## src/source/rst_dbg_ctrl.sv

```systemverilog
// System reset synchronizer and hold-off gate for the core debug request
module rst_dbg_ctrl #(
  parameter int unsigned DbgHoldCycles = 500
) (
  input  logic clk_i,
  input  logic rst_ni,
  input  logic ndmreset_i,
  input  logic debug_en_i,
  input  logic debug_req_i,
  output logic sys_rst_no,
  output logic debug_req_o
);

  localparam int unsigned CntWidth = (DbgHoldCycles > 0) ? $clog2(DbgHoldCycles + 1) : 1;

  logic                rst_comb_n;
  logic [1:0]          sync_q;
  logic [CntWidth-1:0] hold_cnt_q;

  // Power-on reset or a reset request from the debugger
  assign rst_comb_n = rst_ni & ~ndmreset_i;

  // ----------------------------------------
  // Reset synchronizer
  // ----------------------------------------
  always_ff @(posedge clk_i or negedge rst_comb_n) begin
    if (!rst_comb_n) begin
      sync_q <= '0;
    end else begin
      sync_q <= {sync_q[0], 1'b1};
    end
  end

  assign sys_rst_no = sync_q[1];

  // ----------------------------------------
  // Debug request hold-off
  // ----------------------------------------
  // Gives boot code time to run before a halt request can land
  always_ff @(posedge clk_i or negedge rst_ni) begin
    if (!rst_ni) begin
      hold_cnt_q <= CntWidth'(DbgHoldCycles);
    end else if (hold_cnt_q != '0) begin
      hold_cnt_q <= hold_cnt_q - 1'b1;
    end
  end

  assign debug_req_o = (hold_cnt_q == '0) & debug_en_i & debug_req_i;

endmodule

```

## config.mk

```make
export PLATFORM = sky130hd
export DESIGN_NAME = rst_dbg_ctrl
export DESIGN_NICKNAME = d
export VERILOG_FILES = /design/src/source/rst_dbg_ctrl.sv
export SDC_FILE = /design/constraint.sdc
export NUM_CORES = 1
export LEC_CHECK = 0
export CELL_PAD_IN_SITES_DETAIL_PLACEMENT = 1
export CELL_PAD_IN_SITES_GLOBAL_PLACEMENT = 2
export CORE_AREA = 5 5 42 44
export CTS_CLUSTER_DIAMETER = 120
export DETAILED_ROUTE_END_ITERATION = 8
export DIE_AREA = 0 0 47 49
export DONT_BUFFER_PORTS = 1
export PLACE_DENSITY_LB_ADDON = 0.1
export SLEW_MARGIN = 20
export SYNTH_ARGS = -nofsm -noshare
export SYNTH_HDL_FRONTEND = slang
export SYNTH_SLANG_ARGS = --single-unit
```

## constraint.sdc

```tcl
create_clock -name clk_i -period 3.5 [get_ports clk_i]
set_clock_uncertainty 0.1 [all_clocks]
set_input_delay 0.7 -clock clk_i [delete_from_list [all_inputs] [get_ports clk_i]]
set_output_delay 0.7 -clock clk_i [all_outputs]
set_load 0.02 [all_outputs]
```

==> impl_metrics.toml <==
[job]
maxCapViolations = 0

[global_routing]
grt_pass1_vias = 382
grt_start_max_net_pins = 11
overflow = 0
antenna_found_initial = 0
gr-usage-all-layers = 0.09914
grt_pass1_wl_um = 1621

[synthesis]
ys_ff_latch = 11
synthCells = 43
synthesis.nets = 49
ys_seq_area_frac = 0.5622
avgSynthCellArea_um2 = 11.70
yosys_warnings = 0
syn_area_um2 = 503.0
ys_types = 22

[sta]
period_minus_slack_ns = 2.789
setup_viol = 0
finalSetupTns_ns = 0
fin_crit_sh = 0.7969
rsz0062_at_grt = "no"
maxSlewViolCount = 0
fin_ws_ns = 0.7110
max_freq_mhz = 358.6
hold_viol_final = 0

[drt]
antenna_left = 0
drt_wl_total_um = 944
route.detailed.drc = 0
routedWlPerCell_um = 14.98
via_count = 322
viasPerCell = 5.111
drt_iter0_markers = 0
first_pass_iters = 1

[setup_path]
cp_max_fo = 5
crit_path_start_kind = "flip-flop"
required_ns = 2.70
cpLargestDelayFamily = "simple AND/OR/NAND/NOR gates"
crit_path_end_kind = "output pin"
crit_path_top_delay_cell = "or4_4"
path_buf_inv = 0
criticalPathCategory = "reg2out"
cp_cell_sequence = "or4_4 > nor4_4 > and3_1"
arrival_ns = 1.99
max_stage_delay_ns = 0.59

[place]
placed_cell_area_um2 = 523.0
gp_routability_congestion = 0.6920
hpwl_um = 745.1
dp.cells = 59
pre_cts_ws_ns = 0.9986
io_buffers = 0

[final_layout]
diodes = 0
nets = 54
fin_cells = 63
area_growth_syn_to_layout_pct = 9.204
layout_common_cells = "o21ai_0, dfstp_2, dfrtp_1"
drive_gt1_frac = 0.3191
design_area_um2 = 549.3

[floorplanning]
core_um2 = 1401
die_w_um = 47
die_y_um = 49
initial_core_util = 0.3589
ioPinCount = 7
fp-row-count = 14
design.die.area_um2 = 2303

[clock_network]
cts_setup_buffers = 0
cts_tree = "done"
clock_sinks = 11
clk_pin_slew_worst_paths_ns = 0.07
clockBufferDepth = 2
h-tree-depth = 1
clockRootBuffer = "clkbuf_4"
cts_made_buffers = 3
cts_hold_buf = 0
ctsResizeCount = 0
clk_latency_ns = 0.27

[power_and_ir_drop]
power_leakage_uw = 0.0002516
ir_worst_vdd_mv = 0.2236
p_per_area_nw_per_um2 = 400.7

[status]
status = "complete, no violations"

[hold_path]
hold_class = "in2async"
[final cells by class]
type	instances	area, um2
Inverter	2	7.507
Clock buffer	4	26.28
Sequential cell	11	282.8
Fill cell	159	852.1
Multi-Input combinational cell	30	212.7
Tap cell	16	20.02
[sequential cells by signal, summed over array words and instances (netlist names)]
| signal | flops |
|---|---|
| sync_q | 2 |
| hold_cnt_q | 9 |
[cells by family (layout without fill, tap and decap cells)]
kind of cell,after synthesis,count (layout),share of synthesized area
flops,11,11,0.5622
buf+inv,2,6,0.01493
simple gates,15,15,0.2065
fa+ha+maj,1,1,0.02487
compound gates,10,10,0.1244
other cells,1,1,0.007456
xor+xnor,1,1,0.01742
mux,2,2,0.04229
[through the flow]
stage,hold WS [ns],utilization,total power (uW)
floorplan,0.2312,-,133.8
global placement,0.2433,0.3732,134.1
detailed placement,0.2504,0.3732,134.2
CTS,0.01277,0.3920,222.3
global route,0.003507,0.3920,228.3
finish,0.01714,0.3920,220.1
[routing by layer]
layer	share of wire	up-vias	GRT usage	wire, um
met5	0	-	0	0
met4	0.018	0	0.05530	17
met3	0.020	2	0.02214	19
met2	0.54	3	0.1674	506
met1	0.42	160	0.1076	401
li1	-	157	-	-
[power by group]
part	internal, uW	switching (uW)
Clock	44.1	44.2
Sequential	129	1.12
Combinational	0.618	1.48
[Yosys cell counts]
cell type  n  area, um2
or3_1      2      12.51
or2_2      2      12.51
or4_4      1      11.26
nor2b_1    1      6.260
and3_1     1      6.260
mux2i_1    1      10.01
ha_1       1      12.51
nand2_1    1      3.750
nand2b_1   2      12.51
conb_1     1      3.750
nor3_1     2      10.01
mux2_2     1      11.26
xnor2_1    1      8.760
dfrtp_1    5      125.1
o21bai_1   1      7.510
nor2_1     2      7.510
nor4_4     1      21.27
o31ai_1    2      15.01
o21ai_0    6      30.03
o31a_2     1      10.01
dfstp_2    6      157.7
inv_1      2      7.510
[final timing paths]
kind | start | endpoint | slack, ns | cells after the start
worst max-delay path | hold_cnt_q[3]$_DFFE_PN0P_ | debug_req_o | 0.71 | 3
worst min-delay path | rst_ni | hold_cnt_q[3]$_DFFE_PN0P_ | 0.02 | 0
worst max register to register | hold_cnt_q[3]$_DFFE_PN0P_ | hold_cnt_q[3]$_DFFE_PN0P_ | 1.72 | 3
worst min register to register | sync_q[0]$_DFF_PN0_ | sync_q[1]$_DFF_PN0_ | 0.26 | 0
max in group asynchronous | rst_ni | sync_q[1]$_DFF_PN0_ | 3.00 | 1
min in group clk_i | sync_q[0]$_DFF_PN0_ | sync_q[1]$_DFF_PN0_ | 0.26 | 0
Power figures use the tool's default switching activity.
