### src/common/harness_pkg.sv
// Harness package with bus widths, region map codes, the address view and the boot ROM table
package harness_pkg;

  // ----------------------------------------
  // Bus widths
  // ----------------------------------------
  localparam int unsigned AddrWidth      = 32;
  localparam int unsigned DataWidth      = 64;
  localparam int unsigned StrbWidth      = DataWidth / 8;
  localparam int unsigned WordOffsetBits = 3;
  localparam int unsigned IdxWidth       = 16;

  // ----------------------------------------
  // Region map
  // ----------------------------------------
  // 256 MB regions picked by the top address nibble
  localparam int unsigned RegionWidth = 4;
  localparam int unsigned OffsetWidth = AddrWidth - RegionWidth;

  localparam logic [RegionWidth-1:0] RegionRom  = 4'h1;
  localparam logic [RegionWidth-1:0] RegionDram = 4'h8;

  // Target codes carried from decoder to memory port
  localparam int unsigned TgtWidth = 2;

  localparam logic [TgtWidth-1:0] TgtRom  = 2'd0;
  localparam logic [TgtWidth-1:0] TgtDram = 2'd1;
  localparam logic [TgtWidth-1:0] TgtErr  = 2'd2;

  // Address word, seen raw or split into region and offset
  typedef union packed {
    logic [AddrWidth-1:0] raw;
    struct packed {
      logic [RegionWidth-1:0] region;
      logic [OffsetWidth-1:0] offset;
    } fields;
  } addr_u;

  // ----------------------------------------
  // Boot ROM
  // ----------------------------------------
  localparam int unsigned RomWords = 8;

  // Upper half is a tag plus the index, lower half its inverse
  function automatic logic [DataWidth-1:0] rom_word(input logic [IdxWidth-1:0] idx);
    logic [DataWidth/2-1:0] upper;
    upper = {16'hB007, idx};
    return {upper, ~upper};
  endfunction

endpackage

### src/bus/bus_decode.sv
// Request decoder mapping an address to its target and word index
module bus_decode #(
  parameter int unsigned SramWords = 256
) (
  input  logic [harness_pkg::AddrWidth-1:0] addr_i,
  input  logic                              we_i,
  output logic [harness_pkg::TgtWidth-1:0]  tgt_o,
  output logic [harness_pkg::IdxWidth-1:0]  idx_o
);

  localparam int unsigned WordIdxWidth =
    harness_pkg::OffsetWidth - harness_pkg::WordOffsetBits;

  harness_pkg::addr_u      addr;
  logic                    misaligned;
  logic [WordIdxWidth-1:0] word_idx;

  assign addr.raw = addr_i;

  // Byte lane bits must be zero for a word access
  assign misaligned = addr.raw[harness_pkg::WordOffsetBits-1:0] != '0;

  assign word_idx = addr.fields.offset[harness_pkg::OffsetWidth-1:harness_pkg::WordOffsetBits];
  assign idx_o    = word_idx[harness_pkg::IdxWidth-1:0];

  // ----------------------------------------
  // Target select
  // ----------------------------------------
  always_comb begin
    tgt_o = harness_pkg::TgtErr;
    if (misaligned) begin
      tgt_o = harness_pkg::TgtErr;
    end else if (addr.fields.region == harness_pkg::RegionRom) begin
      // ROM is read only
      if (!we_i && (word_idx < harness_pkg::RomWords)) begin
        tgt_o = harness_pkg::TgtRom;
      end
    end else if (addr.fields.region == harness_pkg::RegionDram) begin
      if (word_idx < SramWords) begin
        tgt_o = harness_pkg::TgtDram;
      end
    end
  end

endmodule

### config.mk
export PLATFORM = sky130hd
export DESIGN_NAME = bus_decode
export DESIGN_NICKNAME = d
export VERILOG_FILES = /design/src/common/harness_pkg.sv /design/src/bus/bus_decode.sv
export SDC_FILE = /design/constraint.sdc
export NUM_CORES = 1
export LEC_CHECK = 0
export BUFFER_PORTS_ARGS = -buffer_cell sky130_fd_sc_hd__buf_2
export CAP_MARGIN = 25
export CORE_AREA = 2 2 39 41
export DETAILED_ROUTE_END_ITERATION = 12
export DIE_AREA = 0 0 41 43
export GPL_ROUTABILITY_DRIVEN = 0
export GPL_TIMING_DRIVEN = 0
export PLACE_DENSITY_LB_ADDON = 0.2
export SYNTH_ARGS = -nofsm -noshare
export SYNTH_HDL_FRONTEND = slang
export SYNTH_SLANG_ARGS = --single-unit
### constraint.sdc
create_clock -name vclk -period 0.91
set_clock_uncertainty 0.1 [all_clocks]
set_input_delay 0.091 -clock vclk [all_inputs]
set_output_delay 0.091 -clock vclk [all_outputs]
set_load 0.02 [all_outputs]
==> flow_summary.json, run 1 <==
{
  "critical_path.cell_chain": "buf_6 > nor4_2 > nand4_1 > a211o_1 > buf_2",
  "routed_wl_um": 853,
  "die-area_um2": 1763,
  "fmax_mhz": 827.2,
  "final_design_area_no_fill_um2": 594.3,
  "maxSlewViolCount": 0,
  "drt_first_pass_iters": 1,
  "synthCells": 30,
  "drive_gt1_frac": 0.9241,
  "grt_max_degree": 3,
  "status": "complete, but fails checks",
  "utilization": 0.4295,
  "path_delay_family": "simple AND/OR/NAND/NOR gates",
  "regArea_um2": 0,
  "grt_pass1_vias": 324,
  "drv_cap": 0,
  "p_leak_nw": 0.3044,
  "cp-start-kind": "input port",
  "syn_nets": 63,
  "rsz0062_at_grt": "yes",
  "final.setup.tns_ns": -0.4922,
  "instances_no_fill": 95,
  "wire_per_inst_um": 8.979,
  "synth_cell_types": 10,
  "core_um2": 1384,
  "worstMarginPinSlew_ns": 0.2021,
  "slew_headroom": 0.8641,
  "finalNetCount": 114,
  "crit_buf_inv": 2,
  "design.seq.count": 0,
  "period_share": 1.328,
  "ant_nets": 0,
  "critPathRequiredTime_ns": 0.72,
  "dp_hpwl_um": 751.4,
  "n_antenna_cell": 0,
  "synthesis.area_um2": 236.5,
  "grt_usage": 0.09191,
  "initial_core_util": 0.1709,
  "worst-setup-path-type": "in -> out",
  "netlist_top_cells_count": "16 x buf_4, 4 x nor4_2, 2 x nand2_1, 2 x nor4_1",
  "syn_area_per_cell_um2": 7.883,
  "cp.arrival_ns": 1.02,
  "crit_slowest_cell": "nor4_2",
  "setup_slack_ns": -0.2989,
  "grt_overflow_total": 0,
  "initialDrtViolationCount": 0,
  "violations": "setup timing",
  "synth_area_leaders": "buf_4 51%, nor4_2 21%, nor4b_2 6.3%",
  "antenna_found_initial": 0,
  "syn2layout_area_growth_pct": 151.3,
  "grt_pass1_wl_um": 1207,
  "n_clock_buffer": 0,
  "final_hold_viol_count": 0,
  "yosysMostFrequentCell": "buf_4",
  "critPathMaxFanout": 2,
  "synth.top_cell.area_share": 0.5079,
  "fp.dieH_um": 43,
  "rows": 14,
  "hold_path_class": "in -> out",
  "crit_path_max_incr_delay_ns": 0.25,
  "vias": 384,
  "portBuffers": 48,
  "p_total_mw": 0.2641,
  "vdd_drop_max_mv": 0.1631,
  "die_w_um": 41,
  "min_period_ns": 1.209,
  "seq_area_frac_synth": 0,
  "viasPerCell": 4.042,
  "cellPowerDensity_nw_per_um2": 444.3,
  "dpl_cell_area_um2": 528.0,
  "drc": 0,
  "synth.largest_area_cell": "buf_4",
  "endpoint_kind": "output port",
  "setup_violations": 2,
  "ys_warn_count": 0,
  "placed_cells": 94,
  "io_pins": 51
}
through the flow:
step,worst slack (ns),hold slack [ns]
after global routing,-0.3826,0.3040
after global placement,-0.3206,0.3000
after detailed placement,-0.3208,0.3009
final,-0.2989,0.2998
after CTS,-0.2985,0.3007
after floorplan,-0.1043,0.1946
cells in the final DEF (no fill, tap or decap), drive strengths merged:
cell type | netlist | layout
nor2 | 1 | 1
or2b | 1 | 1
nand4 | 1 | 1
buf | 16 | 65
a211o | 1 | 1
nand2 | 2 | 2
nor3 | 1 | 1
nor4b | 1 | 1
nor4 | 6 | 6
cells by family (layout without fill, tap and decap cells):
family | after synthesis | after routing | share of synthesized area
AO/OA/AOI/OAI | 1 | 1 | 0.03704
AND/OR/NAND/NOR | 13 | 13 | 0.4550
buffers and inverters | 16 | 65 | 0.5080
report_power, final:
part           switching, mW  internal (mW)
Clock                      0              0
Sequential                 0              0
Combinational          0.117          0.147
Total                  0.117          0.147
routing by layer:
metal	global-route usage	up-vias	routed length (um)
met2	0.1625	38	393
met5	0	-	0
met4	0.02000	0	19
met1	0.1076	153	247
li1	-	191	-
met3	0.01571	2	193
layout make-up:
cell class	count	area, um2
well taps	16	20.02
plain buffers	16	120.1
multi-input cells	14	160.2
fillers	147	789.5
repair buffers	49	294.0
path summary, 6_finish.rpt:
kind	start	end	slack, ns	depth (start not counted)
max	addr_i[12]	tgt_o[1]	-0.30	5
min	addr_i[5]	idx_o[2]	0.30	2
what timing repair did:
| item | CTS | global route |
|---|---|---|
| hold buffers | 0 | 0 |
| endpoints found under the setup margin | 2 | 2 |
| resized for setup | 10 | 1 |
| pin swaps | 4 | 0 |
| setup buffers | 1 | 0 |
(Power assumes the default switching activity.)
==> run 2, diff against run 1 <==
==> constraint.sdc (replaced) <==
create_clock -name vclk -period 1.5
set_clock_uncertainty 0.1 [all_clocks]
set_input_delay 0.15 -clock vclk [all_inputs]
set_output_delay 0.15 -clock vclk [all_outputs]
set_load 0.02 [all_outputs]
==> run 2 against run 1 <==
Compared with the run above:
- the run now ends clean
- setup slack improved by 0.48 ns
- worst hold slack improved by 0.12 ns
- wire length is 11% lower
- critical path depth unchanged
- largest power group unchanged
- highest routed layer is now met3
==> flow_summary.json, run 2 (synthesized netlist as in run 1, its figures left out) <==
{
  "status": "finished, final reports clean",
  "core_um2": 1384,
  "cellPowerDensity_nw_per_um2": 273.1,
  "min_period_ns": 1.317,
  "cp.arrival_ns": 1.07,
  "grt_pass1_vias": 284,
  "crit_start": "addr_i[12]",
  "drive_gt1_frac": 0.8846,
  "io_pins": 51,
  "critPathMaxFanout": 2,
  "drv_cap": 0,
  "rsz0062_at_grt": "no",
  "finalNetCount": 113,
  "whs_ns": 0.4180,
  "worst-setup-path-type": "in -> out",
  "final.setup.tns_ns": 0,
  "syn2layout_area_growth_pct": 110.1,
  "fillCellCount": 153,
  "n_antenna_cell": 0,
  "final_design_area_no_fill_um2": 496.7,
  "placed_cells": 94,
  "dpl_cell_area_um2": 496.7,
  "ant_nets": 0,
  "setup_violations": 0,
  "fp.dieH_um": 43,
  "worstMarginPinSlew_ns": 0.2253,
  "whs_path_depth": 2,
  "dr_wl_met3_um": 192,
  "wl_met2_um": 315,
  "cp-start-kind": "input port",
  "cts_setup_buffers": 0,
  "vdd_drop_max_mv": 0.1010,
  "vias": 368,
  "maxSlewViolCount": 0,
  "rows": 14,
  "initial_core_util": 0.1709,
  "p_total_mw": 0.1357,
  "portBuffers": 48,
  "critPathRequiredTime_ns": 1.25,
  "endpoint": "tgt_o[1]",
  "instances_no_fill": 94,
  "regArea_um2": 0,
  "n_clock_buffer": 0,
  "fmax_mhz": 759.5,
  "layout_commonest_cell": "buf_2",
  "postCtsHoldBufs": 0,
  "p_leak_nw": 0.2793,
  "hold_path_class": "in -> out",
  "grt_usage": 0.07193,
  "period_share": 0.8778,
  "routed_wl_um": 759,
  "wire_per_inst_um": 8.074,
  "slew_headroom": 0.8484,
  "grt_max_degree": 3,
  "top_layer_used": "met3",
  "final_hold_viol_count": 0,
  "initialDrtViolationCount": 3,
  "drc": 0,
  "wl_met1_um": 251,
  "die_w_um": 41,
  "final_cell_mix": "48 x buf_2, 16 x buf_4, 4 x nor4_2",
  "endpoint_kind": "output port",
  "grt_overflow_total": 0,
  "design.seq.count": 0,
  "drt_first_pass_iters": 2,
  "antenna_found_initial": 0,
  "die-area_um2": 1763,
  "post_cts_resized": 0,
  "viasPerCell": 3.915,
  "grt_pass1_wl_um": 966
}
[run 2: cell count changes in the layout (fill, tap and decap cells not counted), moves of 2 or more]
cell | previous run | this run
nor4_1 | 0 | 2
buf_6 | 7 | 0
nor4_4 | 3 | 0
buf_2 | 40 | 48
buf_4 | 18 | 16
[run 2: per-stage QoR]
step	util	worst slack, ns
final	0.3590	0.1833
after global routing	0.3590	0.07750
after CTS	0.3590	0.1537
after detailed placement	0.3590	0.1595
after global placement	0.3590	0.1554
after floorplan	-	0.2164
[run 2: how the worst min path moves through the flow]
stage | to | start
floorplan | idx_o[0] | addr_i[3]
global placement | idx_o[2] | addr_i[5]
detailed placement | idx_o[0] | addr_i[3]
CTS | idx_o[0] | addr_i[3]
global route | idx_o[0] | addr_i[3]
finish | idx_o[0] | addr_i[3]
[run 2: final cells by class]
type / instances / area (um2) / share of cell area
repair buffers: 48 / 240.2 / 0.4836
well taps: 16 / 20.02 / 0.04030
plain buffers: 16 / 120.1 / 0.2418
multi-input cells: 14 / 116.4 / 0.2343
[run 2: routing by layer]
layer  GRT usage  vias up
li1            -      190
met1     0.08228      141
met2      0.1344       37
met3     0.01571        0
met4           0        0
met5           0        -
[run 2: power by group]
part | leakage (nW) | switching [mW] | internal [mW]
Clock | 0 | 0 | 0
Sequential | 0 | 0 | 0
Combinational | 0.279 | 0.0622 | 0.0735
[run 2: critical path, cell delays in order]
cell     delay (ns)
buf_2          0.11
nor4_2         0.26
nand4_1        0.15
a211o_1        0.24
buf_2          0.16
==> run 3, diff against run 2 <==
--- a/config.mk
+++ b/config.mk
@@ -13,6 +13,7 @@
 export GPL_ROUTABILITY_DRIVEN = 0
 export GPL_TIMING_DRIVEN = 0
 export PLACE_DENSITY_LB_ADDON = 0.2
+export REMOVE_ABC_BUFFERS = 1
 export SYNTH_ARGS = -nofsm -noshare
 export SYNTH_HDL_FRONTEND = slang
 export SYNTH_SLANG_ARGS = --single-unit
==> run 3 against run 2 <==
Compared with the run above:
- final cell count shrank 20%
- die area did not move
- utilization fell by 8.8 points
- setup slack got worse by 0.051 ns
- power shrank 27%
- via count down 9.0%
- largest power group unchanged
- critical endpoint unchanged
==> flow_summary.json, run 3 (synthesized netlist as in run 1, its figures left out) <==
{
  "status": "finished, final reports clean",
  "crit_slowest_cell": "nor4_2",
  "final_cell_mix": "45 x buf_2, 3 x nor4_2, 2 x nor4_1, 2 x nand2_1",
  "crit_path_max_incr_delay_ns": 0.27,
  "viasPerCell": 4.467,
  "die-area_um2": 1763,
  "critPathRequiredTime_ns": 1.25,
  "fillCellCount": 163,
  "fp.dieH_um": 43,
  "drt_first_pass_iters": 4,
  "critPathMaxFanout": 2,
  "worstHoldStart": "addr_i[3]",
  "rows": 14,
  "hold_end": "idx_o[0]",
  "slew_headroom": 0.8412,
  "portBuffers": 45,
  "drc": 0,
  "grt_pass1_wl_um": 869,
  "utilization": 0.2712,
  "io_pins": 51,
  "wire_per_inst_um": 9.320,
  "grt_usage": 0.06793,
  "n_antenna_cell": 0,
  "path_delay_family": "simple AND/OR/NAND/NOR gates",
  "whs_path_depth": 0,
  "worst-setup-path-type": "in -> out",
  "grt_max_degree": 3,
  "cellPowerDensity_nw_per_um2": 265.2,
  "hold_path_class": "in -> out",
  "maxSlewViolCount": 0,
  "syn2layout_area_growth_pct": 58.73,
  "vias": 335,
  "drive_gt1_frac": 0.8644,
  "crit_start": "addr_i[29]",
  "layout_commonest_cell": "buf_2",
  "p_leak_nw": 0.1922,
  "period_share": 0.9120,
  "endpoint_kind": "output port",
  "antenna_found_initial": 0,
  "grt_pass1_vias": 246,
  "initial_core_util": 0.1709,
  "die_w_um": 41,
  "crit_buf_inv": 2,
  "regArea_um2": 0,
  "drv_cap": 0,
  "final_hold_viol_count": 0,
  "whs_ns": 0.2002,
  "rsz0062_at_grt": "no",
  "cp.depth": 5,
  "finalNetCount": 94,
  "min_period_ns": 1.368,
  "cp-start-kind": "input port",
  "cpMostUsedCell": "buf_2",
  "grt_overflow_total": 0,
  "critical_path.cell_chain": "buf_2 > nor4_2 > nand4_1 > a211o_1 > buf_2",
  "vdd_drop_max_mv": 0.07489,
  "setup_violations": 0,
  "design.seq.count": 0,
  "final.setup.tns_ns": 0,
  "n_clock_buffer": 0,
  "cp.arrival_ns": 1.12,
  "initialDrtViolationCount": 2,
  "fmax_mhz": 731.0,
  "cts_setup_buffers": 0,
  "routed_wl_um": 699,
  "core_um2": 1384,
  "ant_nets": 0,
  "worstMarginPinSlew_ns": 0.2360
}
-- run 3: cell count changes in the layout (fill, tap and decap cells not counted), sizes merged --
cell  change
buf      -19
-- run 3: stage by stage --
stage	area, um2	std cells	power (mW)	setup WS [ns]
final	375.4	75	0.09954	0.1320
after global routing	375.4	75	0.1081	0.02119
after CTS	361.6	75	0.09728	0.09201
after detailed placement	361.6	75	0.09688	0.1026
after global placement	361.6	75	0.09652	0.1439
after floorplan	116.4	14	0.007928	0.2164
-- run 3: area by class of cell --
cell class,instances,area (um2),area share
multi-input combinational,14,130.1,0.3467
tap,16,20.02,0.05333
timing repair buffer,45,225.2,0.6000
-- run 3: report_power, final --
| group | leakage [nW] | internal (mW) | switching (mW) |
|---|---|---|---|
| registers | 0 | 0 | 0 |
| logic | 0.192 | 0.0461 | 0.0534 |
| clock network | 0 | 0 | 0 |
| total | 0.192 | 0.0461 | 0.0534 |
-- run 3: worst max-delay path by stage --
stage	endpoint	slack, ns
after floorplan	tgt_o[0]	0.22
after global placement	tgt_o[1]	0.14
after detailed placement	tgt_o[0]	0.10
after CTS	tgt_o[0]	0.09
after global routing	tgt_o[1]	0.02
final	tgt_o[1]	0.13
-- run 3: repair_timing --
item / in CTS / in global routing
gates resized for setup: 0 / 2
hold buffers: 0 / 0
endpoints found under the setup margin: 0 / 1
-- run 3: per-layer routing --
metal  routed length (um)  up-vias  GRT usage  part of all wire
met2                  256       45     0.1375              0.37
met3                  201        0   0.005236              0.29
met5                    0        -          0                 0
li1                     -      151          -                 -
met4                    0        0          0                 0
met1                  241      139    0.07278              0.34
