[src/common/harness_pkg.sv]
// Harness package with bus widths, region map codes, the address view and the boot ROM table
package harness_pkg;

  // ----------------------------------------
  // Bus widths
  // ----------------------------------------
  localparam int unsigned AddrWidth      = 32;
  localparam int unsigned DataWidth      = 64;
  localparam int unsigned StrbWidth      = DataWidth / 8;
  localparam int unsigned WordOffsetBits = 3;
  localparam int unsigned IdxWidth       = 16;

  // ----------------------------------------
  // Region map
  // ----------------------------------------
  // 256 MB regions picked by the top address nibble
  localparam int unsigned RegionWidth = 4;
  localparam int unsigned OffsetWidth = AddrWidth - RegionWidth;

  localparam logic [RegionWidth-1:0] RegionRom  = 4'h1;
  localparam logic [RegionWidth-1:0] RegionDram = 4'h8;

  // Target codes carried from decoder to memory port
  localparam int unsigned TgtWidth = 2;

  localparam logic [TgtWidth-1:0] TgtRom  = 2'd0;
  localparam logic [TgtWidth-1:0] TgtDram = 2'd1;
  localparam logic [TgtWidth-1:0] TgtErr  = 2'd2;

  // Address word, seen raw or split into region and offset
  typedef union packed {
    logic [AddrWidth-1:0] raw;
    struct packed {
      logic [RegionWidth-1:0] region;
      logic [OffsetWidth-1:0] offset;
    } fields;
  } addr_u;

  // ----------------------------------------
  // Boot ROM
  // ----------------------------------------
  localparam int unsigned RomWords = 8;

  // Upper half is a tag plus the index, lower half its inverse
  function automatic logic [DataWidth-1:0] rom_word(input logic [IdxWidth-1:0] idx);
    logic [DataWidth/2-1:0] upper;
    upper = {16'hB007, idx};
    return {upper, ~upper};
  endfunction

endpackage

[src/bus/req_fifo.sv]
// In-order request queue between the decoder and the memory port, with grant generation
module req_fifo #(
  parameter int unsigned FifoDepth = 4
) (
  input  logic                              clk_i,
  input  logic                              rst_ni,
  input  logic                              push_i,
  input  logic [harness_pkg::TgtWidth-1:0]  tgt_i,
  input  logic [harness_pkg::IdxWidth-1:0]  idx_i,
  input  logic                              we_i,
  input  logic [harness_pkg::StrbWidth-1:0] be_i,
  input  logic [harness_pkg::DataWidth-1:0] wdata_i,
  input  logic                              pop_i,
  output logic                              gnt_o,
  output logic                              valid_o,
  output logic [harness_pkg::TgtWidth-1:0]  tgt_o,
  output logic [harness_pkg::IdxWidth-1:0]  idx_o,
  output logic                              we_o,
  output logic [harness_pkg::StrbWidth-1:0] be_o,
  output logic [harness_pkg::DataWidth-1:0] wdata_o
);

  localparam int unsigned PtrWidth = (FifoDepth > 1) ? $clog2(FifoDepth) : 1;
  localparam int unsigned CntWidth = $clog2(FifoDepth + 1);

  logic [harness_pkg::TgtWidth-1:0]  tgt_mem   [FifoDepth];
  logic [harness_pkg::IdxWidth-1:0]  idx_mem   [FifoDepth];
  logic                              we_mem    [FifoDepth];
  logic [harness_pkg::StrbWidth-1:0] be_mem    [FifoDepth];
  logic [harness_pkg::DataWidth-1:0] wdata_mem [FifoDepth];

  logic [PtrWidth-1:0] wr_ptr_q;
  logic [PtrWidth-1:0] rd_ptr_q;
  logic [CntWidth-1:0] count_q;
  logic                do_push;
  logic                do_pop;

  assign valid_o = count_q != '0;
  // A pop frees a slot in the same cycle, so a full queue still grants
  assign gnt_o   = rst_ni & ((count_q < FifoDepth) | (pop_i & valid_o));
  assign do_push = push_i & gnt_o;
  assign do_pop  = pop_i & valid_o;

  // ----------------------------------------
  // Pointers and occupancy
  // ----------------------------------------
  always_ff @(posedge clk_i or negedge rst_ni) begin
    if (!rst_ni) begin
      wr_ptr_q <= '0;
      rd_ptr_q <= '0;
      count_q  <= '0;
    end else begin
      if (do_push) begin
        wr_ptr_q <= (wr_ptr_q == PtrWidth'(FifoDepth - 1)) ? '0 : wr_ptr_q + 1'b1;
      end
      if (do_pop) begin
        rd_ptr_q <= (rd_ptr_q == PtrWidth'(FifoDepth - 1)) ? '0 : rd_ptr_q + 1'b1;
      end
      if (do_push && !do_pop) begin
        count_q <= count_q + 1'b1;
      end else if (!do_push && do_pop) begin
        count_q <= count_q - 1'b1;
      end
    end
  end

  // Entry storage
  always_ff @(posedge clk_i) begin
    if (do_push) begin
      tgt_mem[wr_ptr_q]   <= tgt_i;
      idx_mem[wr_ptr_q]   <= idx_i;
      we_mem[wr_ptr_q]    <= we_i;
      be_mem[wr_ptr_q]    <= be_i;
      wdata_mem[wr_ptr_q] <= wdata_i;
    end
  end

  assign tgt_o   = tgt_mem[rd_ptr_q];
  assign idx_o   = idx_mem[rd_ptr_q];
  assign we_o    = we_mem[rd_ptr_q];
  assign be_o    = be_mem[rd_ptr_q];
  assign wdata_o = wdata_mem[rd_ptr_q];

endmodule

[config.mk]
export PLATFORM = sky130hd
export DESIGN_NAME = req_fifo
export DESIGN_NICKNAME = d
export VERILOG_FILES = /design/src/common/harness_pkg.sv /design/src/bus/req_fifo.sv
export SDC_FILE = /design/constraint.sdc
export NUM_CORES = 1
export LEC_CHECK = 0
export ABC_CLOCK_PERIOD_IN_PS = 3300
export BUFFER_PORTS_ARGS = -buffer_cell sky130_fd_sc_hd__buf_4
export CAP_MARGIN = 15
export CORE_ASPECT_RATIO = 0.9
export CORE_MARGIN = 2
export CORE_UTILIZATION = 40
export CTS_CLUSTER_SIZE = 40
export DETAILED_ROUTE_END_ITERATION = 8
export PLACE_DENSITY = 0.58
export SLEW_MARGIN = 20
export SYNTH_ARGS = -nofsm -noshare
export SYNTH_HDL_FRONTEND = slang
export SYNTH_SLANG_ARGS = --single-unit
[constraint.sdc]
create_clock -name clk_i -period 3.3 [get_ports clk_i]
set_input_delay 0.66 -clock clk_i [delete_from_list [all_inputs] [get_ports clk_i]]
set_output_delay 0.66 -clock clk_i [all_outputs]
set_load 0.05 [all_outputs]
==> results of run 1 <==
kinds of logic (layout without fill, tap and decap cells):
logic type    after synthesis  after routing  synth area share [%]
fa+ha+maj                   7              7                 0.701
simple gates               12             12                 0.480
xor+xnor                    3              3                 0.194
buf+inv                    24            275                  1.25
mux                        96             96                  15.5
flops                     371            371                  81.9
final cells by class:
type | count | area, um2 | share of cell area [%]
clock inverter | 21 | 178 | 1.05
inverter | 3 | 11.3 | 0.0666
tap | 455 | 569 | 3.36
timing repair buffer | 204 | 1700 | 10.0
multi-input combinational | 118 | 2300 | 13.6
clock buffer | 47 | 1050 | 6.20
sequential | 371 | 11100 | 65.7
routing by layer:
layer  share of wire (%)  vias to the layer above
met5                   0                        -
met4                 1.7                        0
met3                 5.8                       32
met2                  49                      174
met1                  43                     3212
li1                    -                     2656
repair_timing:
action,4_1_cts,5_1_grt
hold endpoints to repair,7,0
hold buffers,1,0
gates resized for setup,0,0
final timing paths:
path	from	to	slack [ps]
setup / recovery	rd_ptr_q[1]$_DFFE_PN0P_	wdata_o[14]	270
max in group asynchronous	rst_ni	rd_ptr_q[0]$_DFFE_PN0P_	2660
hold / removal	idx_i[1]	idx_mem[2][1]$_DFFE_PP_	330
hold reg to reg	count_q[2]$_DFFE_PN0P_	count_q[2]$_DFFE_PN0P_	500
setup reg to reg	count_q[0]$_DFFE_PN0P_	count_q[2]$_DFFE_PN0P_	1150
min in group asynchronous	rst_ni	wr_ptr_q[1]$_DFFE_PN0P_	490
metrics by stage:
step / instance area, um2 / setup slack (ps) / utilization (%) / instances
final: 16900 / 269 / 51.0 / 1219
after detailed placement: 15700 / 756 / 47.3 / 1150
after floorplan: 13600 / 597 / - / 513
after global placement: 15700 / 782 / 47.3 / 1150
after global routing: 16900 / 100 / 51.0 / 1219
after CTS: 16900 / 160 / 51.0 / 1219
registers in the layout (all words and copies together) (netlist names):
name,count
tgt_mem,8
count_q,3
we_mem,4
rd_ptr_q,2
wdata_mem,256
wr_ptr_q,2
be_mem,32
idx_mem,64
cell usage in the layout (no fill, tap or decap):
| cell | n |
|---|---|
| ha_1 | 6 |
| inv_1 | 3 |
| dfrtp_1 | 5 |
| dfrtp_4 | 2 |
| fa_1 | 1 |
| xor2_1 | 2 |
| bufinv_16 | 3 |
| edfxtp_1 | 364 |
| clkinv_2 | 9 |
| clkbuf_16 | 41 |
| clkbuf_1 | 6 |
| xnor2_1 | 1 |
| clkinv_1 | 7 |
| dlygate4sd3_1 | 1 |
| and3_1 | 1 |
| or3_1 | 1 |
| and2_1 | 1 |
| inv_6 | 1 |
| nand2b_1 | 1 |
| buf_4 | 190 |
| buf_12 | 13 |
| clkinvlp_4 | 1 |
| and2_4 | 4 |
| mux2_2 | 5 |
| nand2_1 | 1 |
| nor2_1 | 3 |
| mux4_2 | 91 |
power by group through the flow:
stage	clock network (uW)	registers (uW)	logic [uW]
CTS	4300	5990	6070
global placement	0	6050	6010
detailed placement	0	6090	6060
floorplan	0	5860	4480
global route	4480	6030	6270
finish	4170	5970	5960
==> run_results.csv, run 1 <==
group,metric,value,unit
outcome,status,"complete, no violations",
layout,fin_nets,839,
worst_setup_path,worstRegToRegCells,8,
grt,met2_usage,25.0,%
synthesis,yosys-top-cells-area,"edfxtp_1 (81%), mux4_2 (15%), dfrtp_1 (1.3%)",
sta,setup_viol,0,
sta,rsz0062_at_grt,"no",
worst_setup_path,crit_path_start_kind,"flip-flop",
layout,drive_gt1_share,47.1,%
synthesis,synth_common_cells,"edfxtp_1 (364), mux4_2 (91), buf_2 (9)",
layout,area_growth,24.7,%
grt,grt_overflow,0,
sta,relSlewSlack,62.6,%
sta,whs,333,ps
worst_setup_path,worstPathRequired,2640,ps
worst_setup_path,path_cells,"buf_4, mux4_2, buf_4",
worst_setup_path,path_max_fanout,33,
sta,finalSetupTns,0,ps
worst_setup_path,path_depth,3,
grt,antenna_found_initial,0,
detailed_routing,vias_per_cell,4.98,
grt,use_met3,3.71,%
die,dieArea,35400,um2
synthesis,synth_fp_nets,615,
grt,grt_pass1_wl,40100,um
worst_setup_path,end_kind,"output port",
die,std_cell_rows,63,
grt,grtUsageTotal,15.3,%
grt,grt_start_max_net_pins,43,
clocking,cts_root_buffer,"clkbuf_16",
power,internal_power,10400,uW
clocking,insertion_delay,530,ps
sta,finalCritPeriodShare,91.8,%
synthesis,synth_top_area_share,80.6,%
power,power_density,951,nW/um2
sta,fin_crit,3030,ps
power,clock_power_share,25.9,%
clocking,h-tree-depth,2,
synthesis,synth_area,13600,um2
clocking,ctsLongestPathBuffers,3,
synthesis,async_reset_ff_share,1.89,%
synthesis,synth_top_flop_cell,"edfxtp_1",
synthesis,syn_area_per_cell,26.4,um2
placed_design,port_buffers,187,
detailed_routing,drt_iter0_drc,289,
worst_setup_path,crit_top_cell,"buf_4",
power,p_sw_share,35.7,%
synthesis,synth_seq_area_share,81.9,%
detailed_routing,vias,6074,
grt,use_met1,20.6,%
synthesis,yosys_warnings,0,
die,start_util,40.9,%
power,ir_drop,0.624,mV
clocking,clk_pin_slew_worst_paths,60,ps
clocking,cts_sinks,371,
worst_setup_path,crit_path_top_delay_cell,"dfrtp_4",
detailed_routing,route.detailed.wl_per_inst,21.6,um
grt,grt.busiest_layer,"met2",
power,p_comb_share,37.0,%
min_path,holdPathStages,1,
synthesis,yosysTopAreaCell,"edfxtp_1",
power,p_leak,0.00572,uW
power,p_total,16100,uW
sta,fmax,0.330,GHz
synthesis,synth_edf_count,364,
power,p_seq_share,37.1,%
synthesis,ys_ff_latch,371,
die,coreArea,33200,um2
synthesis,synthCells,513,
die,die_height,179,um
sta,hold_viol,0,
detailed_routing,wirelength,26300,um
placed_design,gp_congestion,0.736,
die,die_w,198,um
min_path,hold_class,"primary input to flip-flop",
detailed_routing,final_antenna_net_count,0,
sta,tightestPinTransition,562,ps
worst_setup_path,cp_top_family,"flip-flops",
detailed_routing,drc,0,
die,ioPinCount,188,
synthesis,yosysMostFrequentCell,"edfxtp_1",
flow_run,maxCapViolCount,0,
worst_setup_path,slowest_delay,780,ps
worst_setup_path,crit_arrival,2370,ps
sta,skew,24.0,ps
clocking,post-cts-setup-buffers,0,
clocking,cts_tree,"done",
power,p_sw,5740,uW
layout,n_fill_cell,2634,
grt,grt_pass1_vias,6723,
worst_setup_path,crit_type,"flip-flop to output port",
worst_setup_path,crit_buf_inv,2,
sta,drv_slew,0,
detailed_routing,dr.pass1.iters,5,
layout,antenna_cells,0,
placed_design,hpwl,16000,um
synthesis,synth_cell_types,19,
clocking,cts-buffers-inserted,39,
Power figures use the tool's default switching activity.
==> run 2, diff against run 1 <==
- ABC_CLOCK_PERIOD_IN_PS: 3300 -> 3400
- PLACE_DENSITY: 0.58 -> 0.56
- clock period: 3.3 -> 3.4 ns (I/O delays scaled with it)
==> run 2 against run 1 <==
Sequential cell count is the same. Sequential power decreased by 4.4%. Largest power group is now combinational logic. Highest routed layer unchanged. Design area down 0.22%. Sequential share of layout area rose by 0.15 points. Worst hold slack improved by 24 ps.
==> run_results.csv, run 2 (synthesis gave the netlist of run 1 again) <==
group,metric,value,unit
outcome,status,"complete, no violations",
sta,tightestPinTransition,545,ps
grt,grt_overflow,0,
grt,grtUsageTotal,15.3,%
sta,drv_slew,0,
worst_setup_path,end_kind,"output port",
clocking,cts_root_buffer,"clkbuf_16",
clocking,h-tree-depth,2,
grt,grt_pass1_wl,40400,um
detailed_routing,drt_iter0_drc,376,
min_path,min_from,"idx_i[15]",
layout,fin_util,50.9,%
layout,largest_reg_flops,256,
worst_setup_path,crit_arrival,2350,ps
sta,whs,357,ps
die,dieArea,35400,um2
worst_setup_path,path_cells,"buf_12, mux4_2, buf_4",
layout,drive_gt1_share,46.5,%
clocking,ctsResizeCount,0,
sta,fin_crit,3030,ps
sta,skew,15.9,ps
die,die_w,198,um
detailed_routing,vias,6149,
power,p_leak,0.00569,uW
power,ir_drop,0.537,mV
die,coreArea,33200,um2
die,ioPinCount,188,
worst_setup_path,reg2reg_from,"count_q[0]$_DFFE_PN0P_",
placed_design,hpwl,15600,um
layout,fin_area,16900,um2
power,p_total,15500,uW
layout,final_common_cell,"edfxtp_1",
detailed_routing,drc,0,
clocking,insertion_delay,520,ps
detailed_routing,wirelength,26500,um
sta,fmax,0.330,GHz
layout,largestRegisters,"wdata_mem: 256 flops, idx_mem: 64 flops, be_mem: 32 flops",
layout,n_fill_cell,2621,
min_path,hold_class,"primary input to flip-flop",
placed_design,placed_cell_area,15700,um2
sta,rsz0062_at_grt,"no",
detailed_routing,final_antenna_net_count,0,
worst_setup_path,path_max_fanout,23,
grt,grt_pass1_vias,6810,
clocking,post-cts-setup-buffers,0,
clocking,cts-buffers-inserted,40,
detailed_routing,vias_per_cell,5.03,
die,start_util,40.9,%
sta,finalCritPeriodShare,89.1,%
detailed_routing,route.detailed.wl_per_inst,21.7,um
clocking,clk_pin_slew_worst_paths,60,ps
worst_setup_path,worstPathRequired,2720,ps
worst_setup_path,slowest_delay,770,ps
worst_setup_path,crit_path_start_kind,"flip-flop",
die,std_cell_rows,63,
grt,antenna_found_initial,2,
worst_setup_path,crit_type,"flip-flop to output port",
sta,hold_viol,0,
power,power_density,919,nW/um2
layout,seq_area,11100,um2
flow_run,maxCapViolCount,0,
sta,finalSetupTns,0,ps
detailed_routing,dr.pass1.iters,4,
layout,final_cell_mix,"edfxtp_1 (364), buf_4 (189), mux4_2 (91), clkbuf_16 (41)",
worst_setup_path,crit_start,"rd_ptr_q[0]$_DFFE_PN0P_",
clocking,cts_tree,"done",
layout,regMostFlops,"wdata_mem",
placed_design,gp_congestion,0.711,
placed_design,port_buffers,187,
grt,grt_start_max_net_pins,59,
clocking,ctsLongestPathBuffers,3,
sta,relSlewSlack,63.7,%
die,die_height,179,um
layout,multi_input_area,2300,um2
clocking,holdBufCountCts,1,
clocking,cts_sinks,371,
layout,area_growth,24.4,%
worst_setup_path,crit_path_top_delay_cell,"dfrtp_4",
sta,setup_viol,0,
layout,fin_nets,839,
run 2: cell types whose count changed in the layout (fill, tap and decap cells not counted), sizes merged:
cell    delta
clkbuf     +7
clkinv     -3
bufinv     -2
diode      +2
buf        -1
inv        +1
run 2: path summary, 6_finish.rpt:
| kind | endpoint | slack, ps | depth (start not counted) |
|---|---|---|---|
| worst max-delay path | be_o[1] | 370 | 3 |
| worst min-delay path | idx_mem[3][15]$_DFFE_PP_ | 360 | 1 |
| worst max register to register | count_q[2]$_DFFE_PN0P_ | 1180 | 8 |
| worst min register to register | count_q[2]$_DFFE_PN0P_ | 520 | 1 |
| max in group asynchronous | rd_ptr_q[1]$_DFFE_PN0P_ | 2700 | 2 |
| min in group asynchronous | rd_ptr_q[0]$_DFFE_PN0P_ | 550 | 2 |
run 2: worst max-delay path: cells and delay by family (launching register included):
family                 cells  cell delay, ps
flip-flops                 1             770
buffers and inverters      2             490
multiplexers               1             550
run 2: per-stage QoR:
stage               instances  setup slack [ps]
finish                   1223               369
global route             1221               214
CTS                      1221               272
detailed placement       1149               844
global placement         1149               848
floorplan                 513               677
run 2: area by class of cell:
cell class,count,share of cell area (%)
flip-flops and latches,371,65.8
repair buffers,203,10.0
well taps,455,3.37
diodes,2,0.0296
clock buffers,54,6.37
multi-input cells,118,13.6
inverters,3,0.0667
clock inverters,17,0.689
run 2: report_power, final:
group	internal (uW)	total [uW]	switching, uW
clock	2290	3940	1640
sequential	5500	5710	201
combinational	2130	5870	3750
run 2: routing by layer:
layer  up-vias  wire length [um]  global-route usage, %
li1       2664                 -                      -
met1      3273             11200                   20.3
met2       167             12800                   24.8
met3        45              1950                   4.59
met4         0               522                   4.23
met5         -                 0                      0
==> run 3, diff against run 2 <==
- PLACE_DENSITY: 0.56 -> 0.65
==> run 3 against run 2 <==
Sequential power about the same. Register-to-register slack improved by 90 ps. Fmax decreased by 0.18%. Power decreased by 1.2%. Core utilization down 0.21 points. Critical endpoint is now wdata_o[33]. First-iteration DRC count down 18%. Routed wire length decreased by 3.3%.
==> run_results.csv, run 3 (synthesis gave the netlist of run 1 again) <==
group,metric,value,unit
outcome,status,"complete, no violations",
power,p_leak,0.00567,uW
layout,largest_reg_flops,256,
grt,grt_overflow,0,
sta,finalCritPeriodShare,89.3,%
worst_setup_path,slowest_delay,700,ps
power,ir_drop,0.695,mV
placed_design,hpwl,15900,um
worst_setup_path,crit_top_cell,"buf_4",
die,coreArea,33200,um2
clocking,insertion_delay,520,ps
worst_setup_path,worstPathRequired,2720,ps
detailed_routing,drc,0,
sta,rsz0062_at_grt,"no",
detailed_routing,vias,6085,
clocking,h-tree-depth,2,
layout,regMostFlops,"wdata_mem",
sta,tightestPinTransition,565,ps
sta,layout_setup_ws,364,ps
sta,skew,21.0,ps
power,power_density,912,nW/um2
layout,final_cell_mix,"edfxtp_1 (364), buf_4 (192), mux4_2 (91), clkbuf_16 (41)",
grt,grt_start_max_net_pins,57,
worst_setup_path,cp_top_family,"flip-flops",
die,dieArea,35400,um2
grt,grt_pass1_wl,39000,um
detailed_routing,route.detailed.wl_per_inst,21.0,um
worst_setup_path,crit_path_start_kind,"flip-flop",
sta,hold_viol,0,
worst_setup_path,path_max_fanout,17,
die,die_height,179,um
sta,fmax,0.329,GHz
die,die_w,198,um
worst_setup_path,path_depth,3,
clocking,clk_pin_slew_worst_paths,60,ps
layout,fin_area,16800,um2
worst_setup_path,crit_arrival,2360,ps
placed_design,gp_congestion,0.746,
sta,setup_viol,0,
die,std_cell_rows,63,
layout,fin_util,50.7,%
die,start_util,40.9,%
detailed_routing,wirelength,25600,um
layout,fin_nets,838,
layout,final_common_cell,"edfxtp_1",
worst_setup_path,end_kind,"output port",
sta,fin_crit,3040,ps
worst_setup_path,path_cells,"buf_4, mux4_2, buf_4",
sta,finalSetupTns,0,ps
sta,relSlewSlack,62.3,%
clocking,cts_root_buffer,"clkbuf_16",
worst_setup_path,crit_path_top_delay_cell,"dfrtp_4",
worst_setup_path,crit_buf_inv,2,
worst_setup_path,crit_type,"flip-flop to output port",
clocking,cts_tree,"done",
detailed_routing,vias_per_cell,4.98,
placed_design,placed_cell_area,15600,um2
layout,area_growth,23.9,%
detailed_routing,dr.pass1.iters,5,
placed_design,place_ws,653,ps
power,p_total,15300,uW
grt,grtUsageTotal,14.7,%
layout,n_fill_cell,2626,
grt,grt_pass1_vias,6733,
detailed_routing,drt_iter0_drc,310,
clocking,cts-buffers-inserted,39,
placed_design,port_buffers,187,
grt,antenna_found_initial,0,
clocking,ctsLongestPathBuffers,3,
min_path,holdPathStages,1,
clocking,cts_sinks,371,
detailed_routing,final_antenna_net_count,0,
worst_setup_path,worstRegToRegCells,4,
sta,drv_slew,0,
min_path,hold_class,"primary input to flip-flop",
flow_run,maxCapViolCount,0,
die,ioPinCount,188,
layout,largestRegisters,"wdata_mem: 256 flops, idx_mem: 64 flops, be_mem: 32 flops",
layout,drive_gt1_share,46.6,%
## run 3: cell types whose count changed in the layout (fill, tap and decap cells not counted), sizes merged
cell / before / now
diode: 2 / 1
clkinv: 13 / 20
clkinvlp: 1 / 2
bufinv: 1 / 0
inv: 5 / 3
clkbuf: 54 / 49
## run 3: final timing paths
path,startpoint,end,slack (ps)
setup / recovery,rd_ptr_q[0]$_DFFE_PN0P_,wdata_o[33],360
hold / removal,idx_i[2],idx_mem[2][2]$_DFFE_PP_,350
setup reg to reg,count_q[2]$_DFFE_PN0P_,wdata_mem[1][46]$_DFFE_PP_,1270
hold reg to reg,count_q[2]$_DFFE_PN0P_,count_q[2]$_DFFE_PN0P_,500
max in group asynchronous,rst_ni,rd_ptr_q[0]$_DFFE_PN0P_,2730
min in group asynchronous,rst_ni,count_q[1]$_DFFE_PN0P_,520
## run 3: power by group
part	switching [uW]	total (uW)	internal, uW
clock	1630	3820	2200
sequential	186	5690	5510
combinational	3720	5820	2100
## run 3: final cells by class
cell class                 count  area, um2  share of cell area [%]
tap                          455        569                    3.39
clock buffer                  49       1060                    6.28
inverter                       3       11.3                  0.0670
clock inverter                22        106                   0.633
timing repair buffer         203       1650                    9.82
antenna                        1       2.50                  0.0149
sequential                   371      11100                    66.1
multi-input combinational    118       2300                    13.7
## run 3: layer usage
layer,track usage (%),vias to the layer above,routed length [um]
met2,24.2,169,12600
met4,4.79,0,607
met3,3.69,50,1610
li1,-,2662,-
met1,19.4,3204,10800
met5,0,-,0
## run 3: per-stage QoR
step                      instances  hold slack, ps
after global placement         1148             478
after floorplan                 513             384
after global routing           1221             326
after detailed placement       1148             490
final                          1222             351
after CTS                      1220             318
## run 3: worst reg2reg max path, delay by kind of cell, from the launching register on
family,cells,cell delay (ps)
buffers and inverters,1,420
DFF,1,400
and+or+nand+nor,3,950
## run 3: repair_timing
item | CTS | global route
endpoints found under the hold margin | 7 | 0
buffers inserted | 0 | 1
gates resized for setup | 0 | 0
hold buffers | 1 | 0
setup endpoints to repair | 0 | 1
